===== src/hw/lsu_pkg.sv =====
package lsu_pkg;

  // data word as seen by the core
  typedef logic [31:0] word_t;

  // full byte address from the agu
  typedef logic [31:0] addr_t;

  // one enable per byte lane of a word
  typedef logic [3:0] byte_en_t;

  // memory operation
  // loads and stores share one code space
  typedef enum logic [3:0] {
    LSU_NONE = 4'd0,
    LSU_LB   = 4'd1,
    LSU_LH   = 4'd2,
    LSU_LW   = 4'd3,
    LSU_LBU  = 4'd4,
    LSU_LHU  = 4'd5,
    LSU_SB   = 4'd6,
    LSU_SH   = 4'd7,
    LSU_SW   = 4'd8
  } lsu_op_e;

  // request from the execute stage
  typedef struct packed {
    // what to do
    lsu_op_e op;
    // byte address, low bits pick the lane
    addr_t   addr;
    // store data, right-aligned
    word_t   wdata;
  } lsu_req_t;

  // write command into the data memory
  // addr also drives the read index
  typedef struct packed {
    logic     we;
    addr_t    addr;
    byte_en_t byte_en;
    // data already placed in its lanes
    word_t    data;
  } mem_wr_t;

  // side info that rides next to the read data
  typedef struct packed {
    // a request was accepted
    logic       valid;
    // decides the extension in stage two
    lsu_op_e    op;
    // byte offset inside the word
    logic [1:0] offset;
    // refused request, only set with valid
    logic       misaligned;
  } ld_tag_t;

endpackage


===== src/hw/lsu_load_extend.sv =====
`timescale 1ns/1ps

module lsu_load_extend (
  input  logic             i_clk,
  input  logic             i_arst_n,
  input  lsu_pkg::word_t   i_rd_data,
  input  lsu_pkg::ld_tag_t i_tag,
  output lsu_pkg::word_t   o_lsu_res,
  output logic             o_misaligned,
  output logic             o_post_valid
);

  import lsu_pkg::*;

  logic [7:0]  sel_byte;
  logic [15:0] sel_half;
  word_t       ext_res;

  // stage-two registers
  word_t res_q;
  logic  mis_q;
  logic  valid_q;

  // pick the addressed byte
  assign sel_byte = i_rd_data[{i_tag.offset, 3'b000} +: 8];

  // half is aligned here, bit 1 picks upper or lower
  assign sel_half = i_tag.offset[1] ? i_rd_data[31:16] : i_rd_data[15:0];

  // extension per load type
  // stores, idle slots and refused requests give zero
  always_comb begin
    ext_res = '0;
    if (i_tag.valid && !i_tag.misaligned) begin
      case (i_tag.op)
        LSU_LB:  ext_res = {{24{sel_byte[7]}}, sel_byte};
        LSU_LH:  ext_res = {{16{sel_half[15]}}, sel_half};
        LSU_LW:  ext_res = i_rd_data;
        LSU_LBU: ext_res = {24'b0, sel_byte};
        LSU_LHU: ext_res = {16'b0, sel_half};
        default: ext_res = '0;
      endcase
    end
  end

  always_ff @(posedge i_clk or negedge i_arst_n) begin
    if (!i_arst_n) begin
      res_q   <= '0;
      mis_q   <= 1'b0;
      valid_q <= 1'b0;
    end else begin
      res_q   <= ext_res;
      // already qualified by valid upstream
      mis_q   <= i_tag.misaligned;
      // one pulse per accepted request
      valid_q <= i_tag.valid;
    end
  end

  assign o_lsu_res    = res_q;
  assign o_misaligned = mis_q;
  assign o_post_valid = valid_q;

  // relies on the flag qualification two stages back
  a_mis_with_valid : assert property (
    @(posedge i_clk) disable iff (!i_arst_n)
    o_misaligned |-> o_post_valid
  ) else $error("misaligned flag without completion pulse");

endmodule


===== config.mk =====
export PLATFORM = sky130hd
export DESIGN_NAME = lsu_load_extend
export DESIGN_NICKNAME = d
export VERILOG_FILES = /design/src/hw/lsu_pkg.sv /design/src/hw/lsu_load_extend.sv
export SDC_FILE = /design/constraint.sdc
export NUM_CORES = 1
export LEC_CHECK = 0
export BUFFER_PORTS_ARGS = -buffer_cell sky130_fd_sc_hd__buf_2
export CAP_MARGIN = 20
export CELL_PAD_IN_SITES_DETAIL_PLACEMENT = 1
export CELL_PAD_IN_SITES_GLOBAL_PLACEMENT = 2
export CORE_ASPECT_RATIO = 1.5
export CORE_MARGIN = 2
export CORE_UTILIZATION = 29
export CTS_BUF_LIST = sky130_fd_sc_hd__clkbuf_2
export CTS_CLUSTER_SIZE = 25
export DETAILED_ROUTE_END_ITERATION = 10
export PLACE_DENSITY = 0.83
export SYNTH_ARGS = -nofsm -noshare
export SYNTH_HDL_FRONTEND = slang
export SYNTH_SLANG_ARGS = --single-unit

===== constraint.sdc =====
create_clock -name i_clk -period 0.8 [get_ports i_clk]
set_input_delay 0.04 -clock i_clk [delete_from_list [all_inputs] [get_ports i_clk]]
set_output_delay 0.04 -clock i_clk [all_outputs]
set_load 0.05 [all_outputs]

==> metrics.cfg <==
[status]
result_of_the_run=finished, violations left
violations=negative setup slack

[pwr]
power.leakage_nw=1.56
worst_ir_drop_vdd_mv=0.602
cell_internal_pwr_mw=2.85
clock_power_share=0.290
power_switching_share=0.302
share_comb_of_total_power=0.281
power.density_mw_per_mm2=1170
p_seq_frac=0.429
p_sw_mw=1.23

[yosys]
synth-compound-area-share=0.242
multiplexer_share_of_the_synthesized_area=0.105
postSynth.asyncResetShare=1.00
yosys_register_bits=34
ys_dominant_reg_cell=sky130_fd_sc_hd__dfrtp_1
syn_inst=180
post-synth-top-count-cell=sky130_fd_sc_hd__dfrtp_1
synth_warn=0
synthesis.area_per_instance_um2=10.3
synth-seq-area-share=0.461
synth.net_count=222
synth_top_cells_by_count=34 x sky130_fd_sc_hd__dfrtp_1, 30 x sky130_fd_sc_hd__a21oi_1, 25 x sky130_fd_sc_hd__nand2_1, 16 x sky130_fd_sc_hd__a21o_1, 14 x sky130_fd_sc_hd__a22oi_1
post_synth_xor_area_fraction=0.00474
synthSimpleGateAreaFrac=0.125
synth_top_family_by_area=compound AO/OA/AOI/OAI gates
synth_enable_flop_cells=0
netlist.top_cell.by_area=sky130_fd_sc_hd__dfrtp_1
post_synth_main_area_contributors=sky130_fd_sc_hd__dfrtp_1 46%, sky130_fd_sc_hd__a21oi_1 8.1%, sky130_fd_sc_hd__a21o_1 6.5%
netlist_area_mm2=0.00185
yosysTopAreaCellShare=0.461
synth-adder-area-share=0
synth.lib_cells_used.distinct=31

[die]
chipWidth_um=69.2
die_span_in_y_um=102
start_util=0.301
die_area_mm2=0.00704
rows=35
ios=76
placeableCoreArea_mm2=0.00613

[placed_design]
replace_congestion=0.828
detailed_place_hpwl_mm=4.91
port-buffer-count=75
numPlacedInstances=348
dp_worst_setup_slack_ns=-0.548

[grt]
grt-ovfl-total=0
first_global_vias=2198
grtUsageTotal=0.224
grt_pass1_wl_mm=12.0
maximum_number_of_pins_on_one_net_before_global_route_repair=35
antenna_found_initial=0

[routing]
drc_errors=0
vias_per_cell=5.28
drt-pass1-iter-count=5
vias_after_detailed_routing=2023
routed_wire_length_per_instance_um=20.4
totalWireLength_mm=7.81
detailedRoute.firstIterationViolations=62
postRouteAntennaNets=0

[critical_path]
worst_path_dominant_cell_family=flip-flops
critPathKind=reg2out
required_time_at_the_endpoint_of_the_critical_path_ns=0.76
critPathBufInv=1
critical_path.cell_chain=buf_6
critPathMaxStageDelay_ns=0.46
timing.critical_path.fanout_max=1
timing.critical_path.from_type=flop
endpoint_kind=output port
critPathSlowestCell=sky130_fd_sc_hd__dfrtp_1
timing.critical_path.arrival_ns=1.05

[sta]
unrepaired_setup_endpoints_after_global_routing=true
timing_worst_slew_pin_value_ns=0.595
setup_violations=64
maxClockFrequency_mhz=921
slew_headroom=0.603
postLayoutSetupSlackWorst_ns=-0.285
report.final.slew_viol_count=0
timing.final.crit_share=1.36
totalNegativeSetupSlack_ns=-8.87
finalWorstPathRequiredPeriod_ns=1.09
hold_viol_final=0

[cts]
cts.sink_count=34
clk_pin_slew_worst_paths_ns=0.23
cts_root_buf=sky130_fd_sc_hd__clkbuf_2
clk_path_buf_depth=2
tritoncts_clock_tree=done
cts_inserted_buffers=5
h-tree-depth=2

[final_layout]
num-nets-final=350
areaGrowthSynthToFinish_pct=88.9
final-instance-count-excl-fill=383
final_layout_size_suffix_gt1_frac=0.599
inserted_diodes=0

[min_path]
hp-start=i_rd_data[22]
min_delay_path_depth=4
hold_end=o_lsu_res[22]
min-delay-path-class=in2reg

[flow_run]
max-cap-violations=0

## sequential cells by signal, summed over array words and instances (netlist names)
signal,flops
o_post_valid,1
o_lsu_res,32
o_misaligned,1
## power by group through the flow
stage | registers (mW) | clock network (mW) | logic, mW
finish | 1.75 | 1.18 | 1.15
floorplan | 1.84 | 0 | 0.391
detailed placement | 1.78 | 0 | 0.865
global placement | 1.77 | 0 | 0.848
global route | 1.75 | 1.26 | 1.21
CTS | 1.75 | 1.17 | 1.08
## cells in the final DEF (no fill, tap or decap), types with 2 or more instances in the layout
master / count
sky130_fd_sc_hd__buf_6: 46
sky130_fd_sc_hd__buf_2: 36
sky130_fd_sc_hd__dfrtp_1: 34
sky130_fd_sc_hd__buf_4: 25
sky130_fd_sc_hd__nand2_1: 23
sky130_fd_sc_hd__a21oi_2: 23
sky130_fd_sc_hd__a21o_1: 16
sky130_fd_sc_hd__dlygate4sd3_1: 16
sky130_fd_sc_hd__a22oi_1: 13
sky130_fd_sc_hd__mux2_2: 9
sky130_fd_sc_hd__a21oi_4: 9
sky130_fd_sc_hd__mux2i_1: 7
sky130_fd_sc_hd__nor2_1: 7
sky130_fd_sc_hd__clkbuf_2: 7
sky130_fd_sc_hd__buf_12: 6
sky130_fd_sc_hd__buf_16: 4
sky130_fd_sc_hd__nand2_2: 3
sky130_fd_sc_hd__buf_8: 3
sky130_fd_sc_hd__nor2_4: 2
sky130_fd_sc_hd__inv_1: 2
sky130_fd_sc_hd__or3b_4: 2
## stage by stage
stage / power, mW / hold slack, ns / instance area (um^2) / util
after detailed placement: 2.64 / 0.0142 / 2640 / 0.430
after CTS: 4.00 / 0.00239 / 3400 / 0.554
final: 4.08 / 0.00155 / 3490 / 0.569
after floorplan: 2.23 / -0.256 / 1960 / -
after global placement: 2.62 / 0.0151 / 2640 / 0.430
after global routing: 4.22 / 0.000359 / 3490 / 0.569
## repair_timing
| action | CTS | global route |
|---|---|---|
| endpoints found under the hold margin | 48 | 1 |
| resized for setup | 112 | 19 |
| gates cloned | 5 | 0 |
| endpoints found under the setup margin | 64 | 66 |
| pin swaps | 10 | 11 |
| hold buffers | 15 | 1 |
| setup buffers | 6 | 2 |
## per-layer routing
layer	wire, um	GRT usage
met5	0	0
met4	226	0.113
met3	267	0.0308
met2	4390	0.412
met1	2930	0.253
## worst max-delay path by stage
stage / slack, ns / endpoint / depth (start not counted) / startpoint
6_report: -0.29 / o_lsu_res[8] / 1 / o_lsu_res[8]
5_1_grt: -0.32 / o_lsu_res[8] / 1 / o_lsu_res[8]
4_1_cts: -0.25 / o_lsu_res[8] / 1 / o_lsu_res[8]
3_5_place_dp: -0.55 / o_lsu_res[7] / 4 / i_tag[2]
3_3_place_gp: -0.53 / o_lsu_res[7] / 4 / i_tag[2]
2_1_floorplan: -0.33 / o_lsu_res[7] / 4 / i_tag[2]
## cell type report
type	count	area (um^2)
clock buffers	7	35.0
clock inverters	1	30.0
fillers	665	2640
inverters	2	7.51
multi-input cells	129	1150
flip-flops and latches	34	851
well taps	74	92.6
repair buffers	136	1320
## cell families (layout without fill, tap and decap cells)
logic type | after synthesis | count (layout)
and+or+nand+nor | 44 | 44
AOI/OAI and AO/OA | 66 | 67
xor gates and xnor gates | 1 | 1
DFF | 34 | 34
muxes | 17 | 17
buffers and inverters | 18 | 146
(Power assumes the default switching activity.)
