**src/hw/lsu_pkg.sv**
```systemverilog
package lsu_pkg;

  // data word as seen by the core
  typedef logic [31:0] word_t;

  // full byte address from the agu
  typedef logic [31:0] addr_t;

  // one enable per byte lane of a word
  typedef logic [3:0] byte_en_t;

  // memory operation
  // loads and stores share one code space
  typedef enum logic [3:0] {
    LSU_NONE = 4'd0,
    LSU_LB   = 4'd1,
    LSU_LH   = 4'd2,
    LSU_LW   = 4'd3,
    LSU_LBU  = 4'd4,
    LSU_LHU  = 4'd5,
    LSU_SB   = 4'd6,
    LSU_SH   = 4'd7,
    LSU_SW   = 4'd8
  } lsu_op_e;

  // request from the execute stage
  typedef struct packed {
    // what to do
    lsu_op_e op;
    // byte address, low bits pick the lane
    addr_t   addr;
    // store data, right-aligned
    word_t   wdata;
  } lsu_req_t;

  // write command into the data memory
  // addr also drives the read index
  typedef struct packed {
    logic     we;
    addr_t    addr;
    byte_en_t byte_en;
    // data already placed in its lanes
    word_t    data;
  } mem_wr_t;

  // side info that rides next to the read data
  typedef struct packed {
    // a request was accepted
    logic       valid;
    // decides the extension in stage two
    lsu_op_e    op;
    // byte offset inside the word
    logic [1:0] offset;
    // refused request, only set with valid
    logic       misaligned;
  } ld_tag_t;

endpackage

```
**src/hw/lsu_store_align.sv**
```systemverilog
`timescale 1ns/1ps

module lsu_store_align (
  input  logic              i_pre_valid,
  input  lsu_pkg::lsu_req_t i_req,
  output lsu_pkg::mem_wr_t  o_wr,
  output lsu_pkg::ld_tag_t  o_tag
);

  import lsu_pkg::*;

  logic       size_half;
  logic       size_word;
  logic       is_store;
  logic       misaligned;
  logic       do_write;
  logic [1:0] offset;
  byte_en_t   lane_en;
  word_t      lane_data;

  assign offset = i_req.addr[1:0];

  // access size and direction from the opcode
  // byte size when neither flag is set
  always_comb begin
    size_half = 1'b0;
    size_word = 1'b0;
    is_store  = 1'b0;
    case (i_req.op)
      LSU_LH, LSU_LHU: size_half = 1'b1;
      LSU_LW:          size_word = 1'b1;
      LSU_SB:          is_store  = 1'b1;
      LSU_SH: begin
        size_half = 1'b1;
        is_store  = 1'b1;
      end
      LSU_SW: begin
        size_word = 1'b1;
        is_store  = 1'b1;
      end
      default: ;
    endcase
  end

  // half needs bit 0 clear, word needs both clear
  assign misaligned = (size_half & offset[0]) | (size_word & (|offset));

  // the only place that decides a real write
  assign do_write = i_pre_valid & is_store & ~misaligned;

  // place store data into its lanes
  // replicated so the enables alone pick the byte
  always_comb begin
    if (size_word) begin
      lane_en   = 4'b1111;
      lane_data = i_req.wdata;
    end else if (size_half) begin
      lane_en   = offset[1] ? 4'b1100 : 4'b0011;
      lane_data = {2{i_req.wdata[15:0]}};
    end else begin
      lane_en   = 4'b0001 << offset;
      lane_data = {4{i_req.wdata[7:0]}};
    end
  end

  always_comb begin
    o_wr.we      = do_write;
    // read index comes from here too
    o_wr.addr    = i_req.addr;
    // no enables unless writing
    o_wr.byte_en = do_write ? lane_en : '0;
    o_wr.data    = lane_data;

    o_tag.valid      = i_pre_valid;
    o_tag.op         = i_req.op;
    o_tag.offset     = offset;
    // flag only for accepted requests
    o_tag.misaligned = i_pre_valid & misaligned;
  end

endmodule

```
**config.mk**
```make
export PLATFORM = sky130hd
export DESIGN_NAME = lsu_store_align
export DESIGN_NICKNAME = d
export VERILOG_FILES = /design/src/hw/lsu_pkg.sv /design/src/hw/lsu_store_align.sv
export SDC_FILE = /design/constraint.sdc
export NUM_CORES = 1
export LEC_CHECK = 0
export ABC_AREA = 1
export BUFFER_PORTS_ARGS = -buffer_cell sky130_fd_sc_hd__buf_4
export CORE_MARGIN = 3
export CORE_UTILIZATION = 30
export DETAILED_ROUTE_END_ITERATION = 10
export PLACE_DENSITY = 0.81
export SKIP_LAST_GASP = 1
export SLEW_MARGIN = 20
export SYNTH_ARGS = -nofsm -noshare
export SYNTH_HDL_FRONTEND = slang
export SYNTH_SLANG_ARGS = --single-unit
```
**constraint.sdc**
```tcl
create_clock -name vclk -period 0.8
set_input_delay 0.08 -clock vclk [all_inputs]
set_output_delay 0.08 -clock vclk [all_outputs]
set_load 0.005 [all_outputs]
```
==> results.json, run 1 <==
{
  "drtPass1Iterations": 2,
  "critPathSlowestCell": "nand2_8",
  "drt_wl_total_um": 3340,
  "grt_pass1_wl_um": 5020,
  "maxCapViolations": 0,
  "io_buffers": 86,
  "failed_checks": "setup timing",
  "rsz0062_at_grt": "true",
  "period_share": 1.34,
  "synth_area_leader_cell": "buf_4",
  "drv_slew": 0,
  "dieWidth_um": 66.0,
  "place_congestion": 0.839,
  "clkbuf_count": 0,
  "drcViolationCount": 0,
  "synth_cell_types": 17,
  "worstSetupPathType": "input port to output pin",
  "avgSynthCellArea_um2": 6.34,
  "vias_per_cell": 4.41,
  "cp-start-kind": "input port",
  "synth_nets": 239,
  "fp-row-count": 21,
  "setup_viol": 30,
  "path_max_fanout": 7,
  "critical_path_required_ns": 0.72,
  "fin_nets": 286,
  "path_delay_family": "simple AND/OR/NAND/NOR gates",
  "power_leakage_nw": 0.984,
  "synth_commonest_cells": "48 x buf_4, 24 x nand2_1, 22 x inv_1, 15 x nand2_2, 11 x nand3_1",
  "grt.total_usage": 0.143,
  "fin_crit_ns": 1.07,
  "syn_inst": 170,
  "hpwl_um": 2560,
  "final.setup.worst_slack_ns": -0.270,
  "num_vias": 1151,
  "synth.most_common_cell": "buf_4",
  "fmax_mhz": 934,
  "initial_core_util": 0.318,
  "multi_input_area_um2": 728,
  "drt-initial-drc-count": 17,
  "die_h_um": 66.0,
  "post-cts-setup-buffers": 0,
  "syn_area_mm2": 0.00108,
  "wl_per_cell_um": 12.8,
  "vdd_drop_max_mv": 0.202,
  "synth_top_cells_by_area": "buf_4 33%, nand3_2 9.3%, nand2_2 8.7%",
  "antenna_left": 0,
  "yosysWarnings": 0,
  "grt_pass1_vias": 1079,
  "cp.arrival_ns": 0.99,
  "yosysSeqAreaShare": 0,
  "n_antenna_cell": 0,
  "n_sequential_cell": 0,
  "worstPathCellList": "buf_4 > nor2_2 > nand2_2 > nand2_8 > buf_6 > a21oi_2 > nor2_1 > buf_4",
  "status": "complete, but fails checks",
  "path_depth": 8,
  "boundaryPins": 146,
  "area_growth_pct": 57.9,
  "grt_max_degree": 17,
  "yosys.area.top_type_share": 0.334,
  "fill_cells": 348,
  "cp_num_buf_inv": 3,
  "hold_viol_final": 0,
  "worstMarginPinSlew_ns": 0.155,
  "seqCellArea_um2": 0,
  "grt_antenna_before_repair": 0,
  "hold_slack_ns": 0.160,
  "core_mm2": 0.00339,
  "layout-drive-gt1-share": 0.763,
  "grt_overflow": 0,
  "crit_path_end_kind": "output pin",
  "final_core_util": 0.502,
  "holdPathStages": 0,
  "cpMostUsedCell": "buf_4",
  "slowest_delay_ns": 0.16,
  "die_area_mm2": 0.00435,
  "holdCritPathClass": "input port to output pin",
  "relSlewSlack": 0.896,
  "power_density_mw_per_mm2": 577
}
-- final timing paths --
kind | start | endpoint | slack [ns]
worst max-delay path | i_req[67] | o_wr[33] | -0.27
worst min-delay path | i_req[35] | o_wr[39] | 0.16
-- cell type report --
class              instances  area share
repair buffers            98       0.477
multi-input cells         93       0.428
inverters                 24      0.0617
well taps                 46      0.0338
-- where the power goes --
group | switching, mW | internal, mW
combinational | 0.436 | 0.548
sequential | 0 | 0
clock | 0 | 0
total | 0.436 | 0.548
-- kinds of logic (layout without fill, tap and decap cells) --
kind of cell,count (synthesis),count (layout),synth area share
AO/OA/AOI/OAI,22,22,0.130
buffers and inverters,78,122,0.502
AND/OR/NAND/NOR,70,71,0.368
-- metrics by stage --
stage	TNS (ns)	instances	area (µm²)	total power, mW	worst slack (ns)
final	-7.42	261	1700	0.983	-0.270
after global routing	-9.72	261	1700	1.07	-0.363
after CTS	-7.80	261	1670	0.966	-0.285
after detailed placement	-9.37	258	1440	0.837	-0.404
after global placement	-8.37	258	1440	0.826	-0.350
after floorplan	0	170	1090	0.534	0.00110
-- layout by cell type, fill, tap and decap left out --
| cell type | netlist | layout |
|---|---|---|
| nand3_2 | 10 | 17 |
| o21ai_2 | 8 | 8 |
| nand3_1 | 11 | 1 |
| nand3_4 | 0 | 3 |
| buf_12 | 2 | 3 |
| nand2_8 | 0 | 1 |
| a21oi_1 | 6 | 1 |
| nand2_1 | 24 | 16 |
| buf_4 | 48 | 89 |
| buf_6 | 2 | 5 |
| inv_2 | 2 | 1 |
| inv_12 | 0 | 1 |
| a21oi_2 | 0 | 5 |
| o21ai_1 | 8 | 8 |
| nand2_4 | 2 | 10 |
| inv_4 | 0 | 1 |
| buf_16 | 0 | 1 |
| nor2_2 | 2 | 1 |
| nand2_2 | 15 | 15 |
| inv_1 | 22 | 21 |
| nor2_1 | 6 | 4 |
| nor2_4 | 0 | 3 |
-- what timing repair did --
item	CTS	global route
cloned	3	0
endpoints found under the setup margin	30	30
resized for setup	45	10
hold buffers	0	0
pin swaps	18	2
-- per-layer routing --
metal | routed length, µm | global-route usage | vias to the layer above
li1 | - | - | 571
met1 | 1140 | 0.160 | 499
met2 | 1760 | 0.272 | 57
met3 | 307 | 0.0187 | 24
met4 | 138 | 0.0533 | 0
met5 | 0 | 0 | -
No activity file was read; power rests on OpenSTA's default activity.
==> run 2, diff against run 1 <==
CORE_UTILIZATION = 33   (was 30)
PLACE_DENSITY = 0.85   (was 0.81)
clock period = 1.1 ns   (was 0.8 ns; I/O delays follow)
==> run 2 against run 1 <==
  * The flow still finishes with violations (setup timing)
  * Wire length is 9.1% lower
  * Critical path depth stayed put
  * Non-clock buffer count is 1 lower
  * Power is 35% lower
  * Worst hold slack better by 0.060 ns
  * First-iteration DRC count is 18% higher
  * Combinational power is 35% lower
  * Critical path type unchanged
  * Highest routed layer unchanged
==> results.json, run 2 (same netlist as run 1, synthesis figures left out) <==
{
  "final_common_cell": "buf_4",
  "mostFrequentLayoutCells": "85 x buf_4, 24 x nand2_1, 21 x inv_1, 16 x nand2_2, 13 x nand3_2",
  "rsz0062_at_grt": "true",
  "hold_viol_final": 0,
  "num_vias": 1120,
  "worstMarginPinSlew_ns": 0.181,
  "seqPwrFrac": 0,
  "crit_path_end_kind": "output pin",
  "fmax_mhz": 872,
  "critPathSlowestCell": "nand3_2",
  "holdCritPathClass": "input port to output pin",
  "die_h_um": 63.2,
  "dp.cells": 255,
  "grt_pass1_wl_um": 4510,
  "final_core_util": 0.499,
  "maxCapViolations": 0,
  "p_sw_mw": 0.269,
  "failed_checks": "setup timing",
  "fill_cells": 317,
  "drcViolationCount": 0,
  "path_delay_family": "simple AND/OR/NAND/NOR gates",
  "die_area_mm2": 0.00399,
  "n_sequential_cell": 0,
  "grt_antenna_before_repair": 0,
  "wl_per_cell_um": 11.8,
  "fin_nets": 285,
  "relSlewSlack": 0.879,
  "power_leakage_nw": 0.873,
  "status": "complete, but fails checks",
  "grt_max_degree": 17,
  "initial_core_util": 0.350,
  "final_cells": 258,
  "combinationalPowerShare": 1.000,
  "cts_hold_buf": 0,
  "drtPass1Iterations": 4,
  "fin_crit_ns": 1.15,
  "final.setup.worst_slack_ns": -0.0463,
  "seqCellArea_um2": 0,
  "drt-initial-drc-count": 20,
  "slowest_delay_ns": 0.14,
  "worstSetupPathType": "input port to output pin",
  "drv_slew": 0,
  "clkbuf_count": 0,
  "switching_share": 0.424,
  "worstPathCellList": "buf_8 > nor2_4 > nand2_2 > buf_6 > a21oi_2 > nand3_2 > nor2_1 > buf_4",
  "grt_overflow": 0,
  "hpwl_um": 2450,
  "place_area_mm2": 0.00141,
  "cp_num_buf_inv": 3,
  "grt.total_usage": 0.133,
  "vdd_drop_max_mv": 0.159,
  "dieWidth_um": 63.2,
  "cp-start-kind": "input port",
  "area_growth_pct": 42.3,
  "place_congestion": 0.699,
  "path_max_fanout": 5,
  "grt_pass1_vias": 1056,
  "power_density_mw_per_mm2": 413,
  "antenna_left": 0,
  "cp.arrival_ns": 1.04,
  "boundaryPins": 146,
  "postLayoutCellArea_mm2": 0.00154,
  "critical_path_required_ns": 0.99,
  "setup_viol": 10,
  "layout-drive-gt1-share": 0.673,
  "drt_wl_total_um": 3040,
  "core_mm2": 0.00308,
  "period_share": 1.04,
  "io_buffers": 86,
  "fp-row-count": 20,
  "setup_tns_ns": -0.219,
  "hold_slack_ns": 0.220,
  "vias_per_cell": 4.34,
  "intPower_mw": 0.365,
  "n_antenna_cell": 0,
  "p_clk_frac": 0,
  "multi_input_area_um2": 577
}
run 2: routing by layer:
layer	vias up	track usage	routed length [µm]
met5	-	0	0
met3	10	0.0178	283
met4	0	0.0243	43
met2	54	0.271	1660
li1	571	-	-
met1	485	0.142	1050
run 2: stage by stage:
stage	power, mW	worst slack (ns)
detailed placement	0.593	-0.149
global route	0.691	-0.111
CTS	0.637	-0.0432
floorplan	0.386	0.224
global placement	0.584	-0.110
finish	0.635	-0.0463
run 2: power by group through the flow:
| stage | combinational (mW) | sequential (mW) | clock, mW |
|---|---|---|---|
| 6_report | 0.635 | 0 | 0 |
| 5_1_grt | 0.691 | 0 | 0 |
| 4_1_cts | 0.637 | 0 | 0 |
| 3_5_place_dp | 0.593 | 0 | 0 |
| 3_3_place_gp | 0.584 | 0 | 0 |
| 2_1_floorplan | 0.386 | 0 | 0 |
run 2: worst paths after layout:
kind	startpoint	depth (start not counted)	to
worst max-delay path	i_req[66]	8	o_wr[35]
worst min-delay path	i_req[44]	0	o_wr[48]
run 2: layout make-up:
type	count	area share
inverters	24	0.0636
multi-input cells	93	0.376
well taps	44	0.0359
repair buffers	97	0.525
run 2: repair_timing:
action                                  4_1_cts  5_1_grt
gates resized for setup                      25        4
endpoints found under the setup margin       27       30
cloned                                        1        0
pin swaps                                    14        1
setup buffers                                 2        0
